$ cat src/rtl/eeprom_pkg.sv
package eeprom_pkg;

    // upper nibble of every control byte for 24Cxx parts
    localparam logic [3:0] DEVICE_CODE = 4'b1010;

    typedef enum logic [1:0]
    {
        SYM_START    = 2'd0, // start or repeated start
        SYM_BYTE_OUT = 2'd1, // 8 bits out, ack sampled from device
        SYM_BYTE_IN  = 2'd2, // 8 bits in, master ack or nack
        SYM_STOP     = 2'd3
    } eeprom_sym_kind_t;

    // control byte layout, msb first on the wire
    typedef struct packed
    {
        logic [3:0] device;
        logic [2:0] block; // addr[10:8]
        logic       rw;    // 1 = read
    } eeprom_ctrl_fields_t;

    typedef union packed
    {
        logic [7:0]          data;
        eeprom_ctrl_fields_t ctrl;
    } eeprom_byte_u;

    typedef struct packed
    {
        eeprom_sym_kind_t kind;
        eeprom_byte_u     payload;
        logic             last_in; // nack after this byte in
    } eeprom_sym_t;

    // one bus request as captured from the host
    typedef struct packed
    {
        logic        we;
        logic [10:0] addr;
        logic [7:0]  wdata;
    } eeprom_req_t;

    typedef struct packed
    {
        logic [7:0] rdata;
        logic       nack; // device did not acknowledge
    } eeprom_rsp_t;

endpackage

$ cat src/rtl/eeprom_bit_engine.sv
`timescale 1ns/1ps
module eeprom_bit_engine
#(
    parameter int CLK_DIV = 4
)
(
    input  logic                     CLK,
    input  logic                     RESET,
    input  eeprom_pkg::eeprom_sym_t   sym,
    input  logic                     sym_valid,
    output logic                     sym_ready,
    output logic                     sym_done,
    output eeprom_pkg::eeprom_byte_u  sym_rdata,
    output logic                     sym_nack,
    output logic                     scl,
    output logic                     sda_low,
    input  logic                     sda_in
);

    localparam int CW = (CLK_DIV > 1) ? $clog2(CLK_DIV) : 1;

    logic                         busy;
    eeprom_pkg::eeprom_sym_kind_t kind;
    logic                         last_in;
    logic [CW-1:0]                div_cnt;
    logic [1:0]                   quarter;  // 0 low, 1 and 2 high, 3 low
    logic [3:0]                   bit_cnt;  // 8 is the ack slot
    logic [7:0]                   shreg;
    logic                         nack_bit;
    logic                         accept;
    logic                         tick;
    logic                         is_byte;
    logic                         last_bit;
    logic                         finish;

    assign sym_ready = !busy;
    assign accept    = sym_valid && !busy;
    assign tick      = busy && (div_cnt == CW'(CLK_DIV - 1));
    assign is_byte   = (kind == eeprom_pkg::SYM_BYTE_OUT) || (kind == eeprom_pkg::SYM_BYTE_IN);
    assign last_bit  = (bit_cnt == 4'd8);
    assign finish    = tick && (quarter == 2'd3) && (!is_byte || last_bit);

    always_ff @(posedge CLK)
    begin
        if (RESET)
        begin
            busy     <= 1'b0;
            div_cnt  <= '0;
            quarter  <= 2'd0;
            bit_cnt  <= 4'd0;
            scl      <= 1'b1;
            sda_low  <= 1'b0;
            sym_done <= 1'b0;
        end
        else
        begin
            sym_done <= 1'b0;
            if (accept)
            begin
                busy    <= 1'b1;
                div_cnt <= '0;
                quarter <= 2'd0;
                bit_cnt <= 4'd0;
                scl     <= 1'b0;
                case (sym.kind)
                    eeprom_pkg::SYM_STOP:     sda_low <= 1'b1;
                    eeprom_pkg::SYM_BYTE_OUT: sda_low <= !sym.payload.data[7]; // msb first
                    default:                  sda_low <= 1'b0;
                endcase
            end
            else if (busy)
            begin
                div_cnt <= tick ? '0 : div_cnt + 1'b1;
                if (tick)
                begin
                    quarter <= quarter + 2'd1;
                    case (quarter)
                        2'd0: scl <= 1'b1;
                        2'd1:
                        begin
                            if (kind == eeprom_pkg::SYM_START)
                                sda_low <= 1'b1; // falls with scl high
                            else if (kind == eeprom_pkg::SYM_STOP)
                                sda_low <= 1'b0; // rises with scl high
                        end
                        2'd2:
                        begin
                            if (kind != eeprom_pkg::SYM_STOP)
                                scl <= 1'b0;
                        end
                        default:
                        begin
                            if (finish)
                            begin
                                busy     <= 1'b0;
                                sym_done <= 1'b1;
                            end
                            else
                            begin
                                bit_cnt <= bit_cnt + 4'd1;
                                if (bit_cnt == 4'd7)
                                    sda_low <= (kind == eeprom_pkg::SYM_BYTE_IN) && !last_in;
                                else
                                    sda_low <= (kind == eeprom_pkg::SYM_BYTE_OUT) && !shreg[6];
                            end
                        end
                    endcase
                end
            end
        end
    end

    // shift register, ack sample and result
    always_ff @(posedge CLK)
    begin
        if (accept)
        begin
            kind     <= sym.kind;
            last_in  <= sym.last_in;
            shreg    <= sym.payload.data;
            nack_bit <= 1'b0;
        end
        else if (tick)
        begin
            if (quarter == 2'd1) // mid-high sample point
            begin
                if (kind == eeprom_pkg::SYM_BYTE_IN && !last_bit)
                    shreg <= {shreg[6:0], sda_in};
                else if (kind == eeprom_pkg::SYM_BYTE_OUT && last_bit)
                    nack_bit <= sda_in;
            end
            else if (quarter == 2'd3 && kind == eeprom_pkg::SYM_BYTE_OUT && !last_bit)
                shreg <= {shreg[6:0], 1'b0};
        end
        if (finish)
        begin
            sym_rdata.data <= shreg;
            sym_nack       <= (kind == eeprom_pkg::SYM_BYTE_OUT) && nack_bit;
        end
    end

endmodule

$ cat src/rtl/eeprom_ctrl_top.sv
`timescale 1ns/1ps
module eeprom_ctrl_top
#(
    parameter int CLK_DIV = 4 // CLK cycles per quarter SCL period
)
(
    input  logic        CLK,
    input  logic        RESET,
    input  logic        cyc,
    input  logic        stb,
    input  logic        we,
    input  logic [10:0] adr,
    input  logic [7:0]  dat_w,
    output logic [7:0]  dat_r,
    output logic        ack,
    output logic        err,
    output logic        scl,
    output logic        sda_low, // open drain, high pulls SDA to 0
    input  logic        sda_in
);

    eeprom_pkg::eeprom_req_t  req;
    logic                     req_valid;
    eeprom_pkg::eeprom_rsp_t  rsp;
    logic                     rsp_valid;
    eeprom_pkg::eeprom_sym_t  sym;
    logic                     sym_valid;
    logic                     sym_ready;
    logic                     sym_done;
    eeprom_pkg::eeprom_byte_u sym_rdata;
    logic                     sym_nack;

    eeprom_wb_slave eeprom_wb_slave_i
    (
        .CLK       (CLK),
        .RESET     (RESET),
        .cyc       (cyc),
        .stb       (stb),
        .we        (we),
        .adr       (adr),
        .dat_w     (dat_w),
        .dat_r     (dat_r),
        .ack       (ack),
        .err       (err),
        .req       (req),
        .req_valid (req_valid),
        .rsp       (rsp),
        .rsp_valid (rsp_valid)
    );

    eeprom_frame_builder eeprom_frame_builder_i
    (
        .CLK       (CLK),
        .RESET     (RESET),
        .req       (req),
        .req_valid (req_valid),
        .rsp       (rsp),
        .rsp_valid (rsp_valid),
        .sym       (sym),
        .sym_valid (sym_valid),
        .sym_ready (sym_ready),
        .sym_done  (sym_done),
        .sym_rdata (sym_rdata),
        .sym_nack  (sym_nack)
    );

    eeprom_bit_engine #(.CLK_DIV(CLK_DIV)) eeprom_bit_engine_i
    (
        .CLK       (CLK),
        .RESET     (RESET),
        .sym       (sym),
        .sym_valid (sym_valid),
        .sym_ready (sym_ready),
        .sym_done  (sym_done),
        .sym_rdata (sym_rdata),
        .sym_nack  (sym_nack),
        .scl       (scl),
        .sda_low   (sda_low),
        .sda_in    (sda_in)
    );

endmodule

$ cat src/rtl/eeprom_frame_builder.sv
`timescale 1ns/1ps
module eeprom_frame_builder
(
    input  logic                    CLK,
    input  logic                    RESET,
    input  eeprom_pkg::eeprom_req_t  req,
    input  logic                    req_valid,
    output eeprom_pkg::eeprom_rsp_t  rsp,
    output logic                    rsp_valid,
    output eeprom_pkg::eeprom_sym_t  sym,
    output logic                    sym_valid,
    input  logic                    sym_ready,
    input  logic                    sym_done,
    input  eeprom_pkg::eeprom_byte_u sym_rdata,
    input  logic                    sym_nack
);

    // one-hot step indices, step names the symbol waiting to go out
    localparam int S_IDLE   = 0;
    localparam int S_START  = 1;
    localparam int S_CTRLW  = 2;
    localparam int S_ADDR   = 3;
    localparam int S_WDATA  = 4;
    localparam int S_RSTART = 5;
    localparam int S_CTRLR  = 6;
    localparam int S_RDATA  = 7;
    localparam int S_STOP   = 8;
    localparam int S_WAIT   = 9; // stop in flight
    localparam int NS       = 10;

    logic [NS-1:0]            step;
    logic [NS-1:0]            cur;
    logic [NS-1:0]            nxt;
    logic                     fly_out; // engine holds a byte out
    logic                     fly_in;  // engine holds the byte in
    logic                     failed;
    logic                     abort;
    logic [7:0]               rdata_q;
    eeprom_pkg::eeprom_byte_u ctrl_byte;

    function automatic logic [NS-1:0] onehot(input int idx);
        logic [NS-1:0] v;
        v      = '0;
        v[idx] = 1'b1;
        return v;
    endfunction

    // missing ack turns the pending symbol into a stop
    assign abort     = sym_done && sym_nack && fly_out;
    assign cur       = abort ? onehot(S_STOP) : step;
    assign sym_valid = !(cur[S_IDLE] || cur[S_WAIT]);

    always_comb
    begin
        ctrl_byte.ctrl.device = eeprom_pkg::DEVICE_CODE;
        ctrl_byte.ctrl.block  = req.addr[10:8];
        ctrl_byte.ctrl.rw     = cur[S_CTRLR];
        sym.kind              = eeprom_pkg::SYM_START;
        sym.payload.data      = ctrl_byte.data;
        sym.last_in           = 1'b0;
        nxt                   = cur;
        case (1'b1)
            cur[S_START]:  nxt = onehot(S_CTRLW);
            cur[S_CTRLW]:
            begin
                sym.kind = eeprom_pkg::SYM_BYTE_OUT;
                nxt      = onehot(S_ADDR);
            end
            cur[S_ADDR]:
            begin
                sym.kind         = eeprom_pkg::SYM_BYTE_OUT;
                sym.payload.data = req.addr[7:0];
                nxt              = req.we ? onehot(S_WDATA) : onehot(S_RSTART);
            end
            cur[S_WDATA]:
            begin
                sym.kind         = eeprom_pkg::SYM_BYTE_OUT;
                sym.payload.data = req.wdata;
                nxt              = onehot(S_STOP);
            end
            cur[S_RSTART]: nxt = onehot(S_CTRLR);
            cur[S_CTRLR]:
            begin
                sym.kind = eeprom_pkg::SYM_BYTE_OUT;
                nxt      = onehot(S_RDATA);
            end
            cur[S_RDATA]:
            begin
                sym.kind    = eeprom_pkg::SYM_BYTE_IN;
                sym.last_in = 1'b1; // single byte read ends with nack
                nxt         = onehot(S_STOP);
            end
            cur[S_STOP]:
            begin
                sym.kind = eeprom_pkg::SYM_STOP;
                nxt      = onehot(S_WAIT);
            end
            default:       nxt = cur;
        endcase
    end

    always_ff @(posedge CLK)
    begin
        if (RESET)
        begin
            step      <= onehot(S_IDLE);
            fly_out   <= 1'b0;
            fly_in    <= 1'b0;
            failed    <= 1'b0;
            rsp_valid <= 1'b0;
        end
        else
        begin
            rsp_valid <= 1'b0;
            if (abort)
                failed <= 1'b1;
            if (step[S_IDLE])
            begin
                if (req_valid && !rsp_valid) // req_valid drops one cycle after rsp
                begin
                    step   <= onehot(S_START);
                    failed <= 1'b0;
                end
            end
            else if (step[S_WAIT])
            begin
                if (sym_done)
                begin
                    step      <= onehot(S_IDLE);
                    rsp_valid <= 1'b1;
                end
            end
            else if (sym_valid && sym_ready)
            begin
                step    <= nxt;
                fly_out <= cur[S_CTRLW] | cur[S_ADDR] | cur[S_WDATA] | cur[S_CTRLR];
                fly_in  <= cur[S_RDATA];
            end
        end
    end

    always_ff @(posedge CLK)
    begin
        if (sym_done && fly_in)
            rdata_q <= sym_rdata.data;
    end

    assign rsp.rdata = rdata_q;
    assign rsp.nack  = failed;

endmodule

$ cat src/rtl/eeprom_wb_slave.sv
`timescale 1ns/1ps
module eeprom_wb_slave
(
    input  logic                   CLK,
    input  logic                   RESET,
    input  logic                   cyc,
    input  logic                   stb,
    input  logic                   we,
    input  logic [10:0]            adr,
    input  logic [7:0]             dat_w,
    output logic [7:0]             dat_r,
    output logic                   ack,
    output logic                   err,
    output eeprom_pkg::eeprom_req_t req,
    output logic                   req_valid,
    input  eeprom_pkg::eeprom_rsp_t rsp,
    input  logic                   rsp_valid
);

    logic cyc_open;
    logic hold_off; // answered, waiting for the host to drop stb
    logic capture;

    assign cyc_open = cyc && stb;
    assign capture  = cyc_open && !req_valid && !hold_off && !rsp_valid;

    always_ff @(posedge CLK)
    begin
        if (RESET)
        begin
            req_valid <= 1'b0;
            hold_off  <= 1'b0;
            ack       <= 1'b0;
            err       <= 1'b0;
        end
        else
        begin
            ack <= 1'b0;
            err <= 1'b0;
            if (rsp_valid)
            begin
                req_valid <= 1'b0;
                hold_off  <= 1'b1;
                ack       <= !rsp.nack;
                err       <= rsp.nack;
            end
            else if (!cyc_open)
            begin
                hold_off <= 1'b0;
            end
            else if (capture)
            begin
                req_valid <= 1'b1;
            end
        end
    end

    // request and read data registers
    always_ff @(posedge CLK)
    begin
        if (capture)
        begin
            req.we    <= we;
            req.addr  <= adr;
            req.wdata <= dat_w;
        end
        if (rsp_valid)
            dat_r <= rsp.rdata; // stale on writes, host ignores it
    end

endmodule

$ cat config.mk
export PLATFORM = sky130hd
export DESIGN_NAME = eeprom_ctrl_top
export DESIGN_NICKNAME = d
export VERILOG_FILES = /design/src/rtl/eeprom_pkg.sv /design/src/rtl/eeprom_bit_engine.sv /design/src/rtl/eeprom_ctrl_top.sv /design/src/rtl/eeprom_frame_builder.sv /design/src/rtl/eeprom_wb_slave.sv
export SDC_FILE = /design/constraint.sdc
export NUM_CORES = 1
export LEC_CHECK = 0
export BUFFER_PORTS_ARGS = -buffer_cell sky130_fd_sc_hd__buf_2
export CORE_AREA = 2 2 87 89
export CTS_CLUSTER_DIAMETER = 40
export DETAILED_ROUTE_END_ITERATION = 7
export DIE_AREA = 0 0 89 91
export PLACE_DENSITY = 0.72
export SETUP_SLACK_MARGIN = 0.3
export SLEW_MARGIN = 30
export SYNTH_ARGS = -nofsm -noshare
export SYNTH_HDL_FRONTEND = slang
export SYNTH_SLANG_ARGS = --single-unit
$ cat constraint.sdc
create_clock -name CLK -period 3.1 [get_ports CLK]
set_clock_uncertainty 0.05 [all_clocks]
set_input_delay 0.62 -clock CLK [delete_from_list [all_inputs] [get_ports CLK]]
set_output_delay 0.62 -clock CLK [all_outputs]
set_load 0.02 [all_outputs]
==> results of run 1 <==
cells by family after synthesis:
family | after synthesis
AO/OA/AOI/OAI | 61
XOR/XNOR | 4
adder cells (fa/ha/maj) | 11
buffers and inverters | 24
flip-flops | 87
multiplexers | 5
AND/OR/NAND/NOR | 105
synth_stat cells (5+ instances only):
master and number:
nor3_1 7, a21oi_1 13, a31oi_1 5, inv_1 11
clkbuf_1 8, nand2_1 23, nand2b_1 6, o21ai_0 8
dfxtp_1 31, mux2i_1 5, nand3_1 8, ha_1 11
edfxtp_1 56, nor2_1 29
metal layers:
layer | vias to the layer above | track usage
met1 | 1060 | 0.220
met2 | 72 | 0.255
li1 | 1175 | -
met4 | 0 | 0.0858
met3 | 7 | 0.0409
met5 | - | 0
layout by cell type, fill, tap and decap left out, types with 3 or more instances in the layout:
| cell | instances |
|---|---|
| a21oi_1 | 13 |
| nor2_1 | 29 |
| o21ai_0 | 8 |
| nand2b_1 | 6 |
| edfxtp_1 | 56 |
| nor2b_1 | 3 |
| ha_1 | 11 |
| a32oi_1 | 4 |
| nor3_1 | 7 |
| o2bb2ai_1 | 3 |
| nand3b_1 | 3 |
| nand2_1 | 23 |
| inv_1 | 11 |
| o211ai_1 | 4 |
| a21o_1 | 3 |
| buf_2 | 36 |
| nor3b_1 | 3 |
| or3_1 | 3 |
| dfxtp_1 | 31 |
| a31oi_1 | 5 |
| mux2i_1 | 5 |
| o22ai_1 | 4 |
| clkbuf_8 | 9 |
| o31ai_1 | 4 |
| and2_1 | 4 |
| nand3_1 | 8 |
cell type report:
cell class | count | area share
flip-flops and latches | 87 | 0.563
multi-input cells | 186 | 0.294
repair buffers | 38 | 0.0478
clock buffers | 9 | 0.0303
well taps | 99 | 0.0303
clock inverters | 6 | 0.0230
inverters | 12 | 0.0110
how the worst max path moves through the flow:
stage,startpoint,to,slack [ns]
2_1_floorplan,cyc,eeprom_wb_slave_i.req[0],0.82
3_3_place_gp,eeprom_bit_engine_i.sym_nack,eeprom_bit_engine_i.shreg[1],1.0
3_5_place_dp,eeprom_bit_engine_i.sym_nack,eeprom_bit_engine_i.shreg[3],0.93
4_1_cts,eeprom_bit_engine_i.sym_nack,eeprom_bit_engine_i.shreg[6],0.92
5_1_grt,eeprom_bit_engine_i.sym_done,eeprom_bit_engine_i.shreg[6],0.80
6_report,eeprom_bit_engine_i.sym_nack,eeprom_bit_engine_i.shreg[6],0.92
sequential cells by signal, summed over array words and instances (netlist names), 2 cells and up:
signal,flops
eeprom_bit_engine_i.bit_cnt,4
eeprom_bit_engine_i.quarter,2
eeprom_frame_builder_i.step,10
eeprom_bit_engine_i.sym_rdata,8
eeprom_bit_engine_i.shreg,8
eeprom_frame_builder_i.rdata_q,8
eeprom_bit_engine_i.div_cnt,2
eeprom_bit_engine_i.kind,2
eeprom_wb_slave_i.dat_r,8
eeprom_wb_slave_i.req,20
worst register-to-register path, delay by kind of cell (launching register included):
family | cells | cell delay (ns)
compound gates | 2 | 0.90
simple gates | 1 | 0.31
buf+inv | 1 | 0.23
flops | 1 | 0.42
where the power goes:
part           total (mW)  leakage (nW)  switching (mW)  internal [mW]
registers            1.28         0.762          0.0191           1.26
logic               0.107         0.623          0.0668         0.0400
clock network       0.866         0.106           0.410          0.456
total                2.25          1.49           0.496           1.75
stage by stage:
step           cells  power (mW)  hold WS (ns)
6_report         437        2.25         0.373
5_1_grt          437        2.33         0.361
4_1_cts          437        2.26         0.365
3_5_place_dp     422        1.41         0.355
3_3_place_gp     422        1.41         0.353
2_1_floorplan    297        1.37         0.350
==> summary.txt, run 1 <==
Floorplanning
  – Row count: 31
  – Core Box Area: 7140 um2
  – Die area: 8100 um2
  – Die span in y: 91 um
  – Initial Utilization: 0.503
  – Die Wd: 89 um
  – # IOs: 37

Routing
  – Remaining DRCs: 0
  – Vias per cell: 5.30
  – Final ANT Viol Nets: 0
  – DR vias: 2,314
  – DR WL met3: 432 um
  – DRT Pass-1 Iters: 4
  – Total routed wirelength: 6190 um
  – Met2 Wirelength: 2900 um
  – Metal-1 WL: 2770 um
  – Avg WL per Cell: 14.2 um
  – Iter 0 DRT Violations: 181
  – Top sig layer: met4

Clock tree
  – Post-CTS Resized: 0
  – Post-CTS setup buffer count: 0
  – CTS Sinks: 87
  – CTS tree: built
  – Reg clk slew, reported paths: 0.08 ns
  – Clock root buffer: clkbuf_8
  – Deepest clock path buffer count: 2
  – Clock latency at the later pin of the worst-skew pair: 0.36 ns
  – # hold bufs at CTS: 0
  – H-tree Lvls: 3
  – CTS Buf Count: 9

Synthesis
  – EDFF count, synth: 56
  – Area contributors post-synth: edfxtp_1, dfxtp_1, ha_1
  – Mux share of post-synthesis cell area: 0.0139
  – Xor and xnor fraction of the mapped netlist area: 0.00976
  – Syn avg cell area: 12.1 um2
  – Unique masters post-synth: 53
  – Synthesized instance count: 297
  – Main combinational cell family by area after synthesis: simple AND/OR/NAND/NOR gates
  – Synth Area in Adders: 0.0383
  – Simple-gate share of the synthesized area: 0.152
  – Synth Area in Compound Gates: 0.117
  – Most used flip-flop cell after synthesis: edfxtp_1
  – Synth area leader: edfxtp_1
  – Syn nets: 333
  – Flops & latches, synth: 87
  – Synth async-reset ratio: 0
  – Share of the synthesized area in the top cell type: 0.468
  – Yosys Warn Count: 0
  – Post-synthesis sequential area ratio: 0.641
  – Synthesized cell area: 3590 um2

Placed design
  – Placed Area: 3870 um2
  – RD Place Congestion: 0.910
  – Post-DP HPWL: 4360 um
  – Pre-CTS setup slack: 0.930 ns
  – Port bufs: 36

Power and ir drop
  – Max VDD drop: 0.232 mV
  – Pwr dens: 551 nW/um2
  – Leakage Power: 1.49 nW

Timing
  – Setup ws final: 0.918 ns
  – Final worst-path cycle share: 0.704
  – Actual slew at the worst max-slew pin: 0.793 ns
  – Fmax: 458 MHz
  – Min cycle time layout: 2.18 ns
  – Hold Fails Final Rpt: 0
  – RSZ-0062 raised after global routing: false
  – Max-Slew Margin vs Limit: 0.471
  – Final count of negative-setup-slack endpoints: 0
  – TNS Setup: 0 ns
  – Slew Viols, Final: 0

Global routing
  – Total routing usage reported by global routing: 0.167
  – Vias in the first global route: 2,257
  – First-pass GRT wire length: 10,200 um
  – GR Overflow Total: 0
  – Initial antenna violation count: 0
  – Largest net degree at the start of global routing: 24

Finish
  – Final core occ: 0.573
  – Final Cell Area: 4090 um2
  – Area of the multi-input gates: 1200 um2
  – Layout area overhead: 13.8%
  – Ratio of cells with drive above 1 in the final layout: 0.180
  – Fillers: 622
  – # diodes: 0
  – Register area: 2300 um2
  – Total Nets Final: 370

Critical path
  – Setup CP Type: flop to flop
  – Worst path top cell family by delay: compound AO/OA/AOI/OAI gates
  – R2r worst-path depth: 4
  – Flop2flop setup slack: 0.92 ns
  – Worst r2r src: eeprom_bit_engine_i.sym_nack
  – Buf/Inv on CP: 1
  – Worst Path Arrival: 2.24 ns
  – R2R Path End: eeprom_bit_engine_i.shreg[6]
  – Data required, critical path: 3.16 ns
  – Crit-path slowest cell: a21o_1
  – Cell breakdown of the critical path: nand3_1, a21o_1, inv_2, a41o_2
  – CP Capture Type: flop
  – Critical Path Fanout Max: 19
  – Worst setup SP type: flop
  – Slowest stage delay, CP: 0.54 ns
  – Crit path depth: 4

Worst hold path
  – Worst min-delay path endpoint: eeprom_wb_slave_i.dat_r[4]
  – Hold path startpoint: eeprom_frame_builder_i.rdata_q[4]
  – Hold Crit Class: flop to flop
  – Hold path cells: 0

Run
  – Max_cap viols: 0

Status
  – Status: completed
No activity file was read; power rests on OpenSTA's default activity.
==> run 2, diff against run 1 <==
==> constraint.sdc (replaced) <==
create_clock -name CLK -period 1.9 [get_ports CLK]
set_clock_uncertainty 0.05 [all_clocks]
set_input_delay 0.38 -clock CLK [delete_from_list [all_inputs] [get_ports CLK]]
set_output_delay 0.38 -clock CLK [all_outputs]
set_load 0.02 [all_outputs]
==> summary.txt, run 2 (synthesis gave the netlist of run 1 again) <==
Global routing
  – Total routing usage reported by global routing: 0.171
  – Vias in the first global route: 2,251
  – Initial antenna violation count: 0
  – GR Overflow Total: 0
  – Largest net degree at the start of global routing: 24
  – First-pass GRT wire length: 10,600 um

Timing
  – TNS Setup: 0 ns
  – Max-Slew Margin vs Limit: 0.698
  – Actual slew at the worst max-slew pin: 0.453 ns
  – Hold Slack: 0.147 ns
  – Fmax: 617 MHz
  – Hold Fails Final Rpt: 0
  – RSZ-0062 raised after global routing: true
  – Slew Viols, Final: 0
  – Final worst-path cycle share: 0.853
  – Final count of negative-setup-slack endpoints: 0
  – Min cycle time layout: 1.62 ns

Clock tree
  – Reg clk slew, reported paths: 0.09 ns
  – CTS Buf Count: 9
  – CTS tree: built
  – Deepest clock path buffer count: 2
  – # hold bufs at CTS: 0
  – H-tree Lvls: 3
  – Clock root buffer: clkbuf_8
  – CTS Sinks: 87
  – Clock latency at the later pin of the worst-skew pair: 0.35 ns

Finish
  – Top reg by flops: eeprom_wb_slave_i.req
  – Ratio of cells with drive above 1 in the final layout: 0.318
  – Layout area overhead: 20.9%
  – Final core occ: 0.609
  – Most frequent cells in the layout: edfxtp_1, buf_2, nor2_1
  – Max FFs per register: 20
  – Fillers: 567
  – Top flop regs: eeprom_wb_slave_i.req: 20 flops, eeprom_frame_builder_i.step: 10 flops
  – Most common cell after layout, fill and taps aside: edfxtp_1
  – # diodes: 0
  – Total Nets Final: 386

Placed design
  – Port bufs: 36
  – RD Place Congestion: 0.913
  – Post-DP HPWL: 4560 um

Routing
  – Avg WL per Cell: 14.6 um
  – Iter 0 DRT Violations: 194
  – DR vias: 2,417
  – Remaining DRCs: 0
  – DRT Pass-1 Iters: 4
  – Vias per cell: 5.32
  – Total routed wirelength: 6630 um
  – Final ANT Viol Nets: 0

Floorplanning
  – Die area: 8100 um2
  – Die span in y: 91 um
  – Die Wd: 89 um
  – Initial Utilization: 0.503
  – # IOs: 37
  – Row count: 31
  – Core Box Area: 7140 um2

Critical path
  – R2r worst-path depth: 4
  – Critical Path Sink: eeprom_bit_engine_i.sda_low
  – Setup CP Type: flop to flop
  – Critical path startpoint: eeprom_frame_builder_i.step[3]
  – CP Capture Type: flop
  – R2R Path End: eeprom_bit_engine_i.sda_low
  – Worst r2r src: eeprom_frame_builder_i.step[3]
  – Critical Path Fanout Max: 7
  – Data required, critical path: 2.12 ns
  – Worst Path Arrival: 1.84 ns
  – Worst setup SP type: flop
  – Flop2flop setup slack: 0.28 ns

Power and ir drop
  – Max VDD drop: 0.470 mV
  – Leakage Power: 1.57 nW
  – Pwr dens: 791 nW/um2

Run
  – Max_cap viols: 0

Status
  – Status: completed

Worst hold path
  – Hold Crit Class: input pin to flop
[run 2: cell count changes in the layout (fill, tap and decap cells not counted), moves of 3 or more]
cell	previous run	this run
buf_6	0	3
dfxtp_1	31	19
inv_2	1	4
dfxtp_2	0	10
inv_1	11	7
ha_1	11	5
buf_4	2	14
ha_4	0	4
[run 2: worst min path at each step]
stage / end / slack, ns / cells past startpoint / startpoint
6_report: eeprom_wb_slave_i.req[1] / 0.15 / 1 / dat_w[1]
5_1_grt: eeprom_wb_slave_i.req[7] / 0.13 / 1 / dat_w[7]
4_1_cts: eeprom_wb_slave_i.req[1] / 0.13 / 1 / dat_w[1]
3_5_place_dp: eeprom_frame_builder_i.rdata_q[7] / 0.35 / 0 / eeprom_bit_engine_i.sym_rdata[7]
3_3_place_gp: eeprom_wb_slave_i.dat_r[7] / 0.35 / 0 / eeprom_frame_builder_i.rdata_q[7]
2_1_floorplan: eeprom_bit_engine_i.sym_rdata[7] / 0.35 / 0 / eeprom_bit_engine_i.shreg[7]
[run 2: timing repair]
action / in CTS / in global routing
resized for setup: 15 / 28
pin swaps: 4 / 6
setup endpoints to repair: 20 / 35
endpoints found under the hold margin: 0 / 0
buffers inserted: 5 / 6
[run 2: layer usage]
metal / part of all wire / global-route usage / vias to the layer above
li1: - / - / 1210
met1: 0.44 / 0.239 / 1127
met2: 0.49 / 0.256 / 74
met3: 0.054 / 0.0345 / 6
met4: 0.011 / 0.0808 / 0
met5: 0 / 0 / -
[run 2: cell type report]
cell class              instances  area, um2  area share
clock buffers                  10        128      0.0294
well taps                      99        124      0.0285
repair buffers                 54        324      0.0746
inverters                      12       50.0      0.0115
flip-flops and latches         87       2320       0.535
multi-input cells             186       1350       0.311
clock inverters                 6       45.0      0.0104
[run 2: metrics by stage]
| stage | worst slack [ns] | total power [mW] | instances | cell area [um2] |
|---|---|---|---|---|
| floorplan | 0.282 | 2.24 | 297 | 3650 |
| global placement | 0.246 | 2.31 | 427 | 3950 |
| detailed placement | 0.171 | 2.32 | 427 | 3950 |
| CTS | 0.279 | 3.46 | 448 | 4210 |
| global route | 0.219 | 3.58 | 454 | 4340 |
| finish | 0.280 | 3.43 | 454 | 4340 |
[run 2: worst max-delay path, cell delays in order, from the launching register on]
cell and delay [ns]:
dfxtp_4 0.37, or4_1 0.54, o2111ai_2 0.19, o211ai_1 0.13
a311oi_1 0.26
[run 2: report_power, final]
group	leakage, nW	switching [mW]	internal, mW
clock network	0.0809	0.655	0.482
registers	0.768	0.0288	2.05
logic	0.720	0.128	0.0905
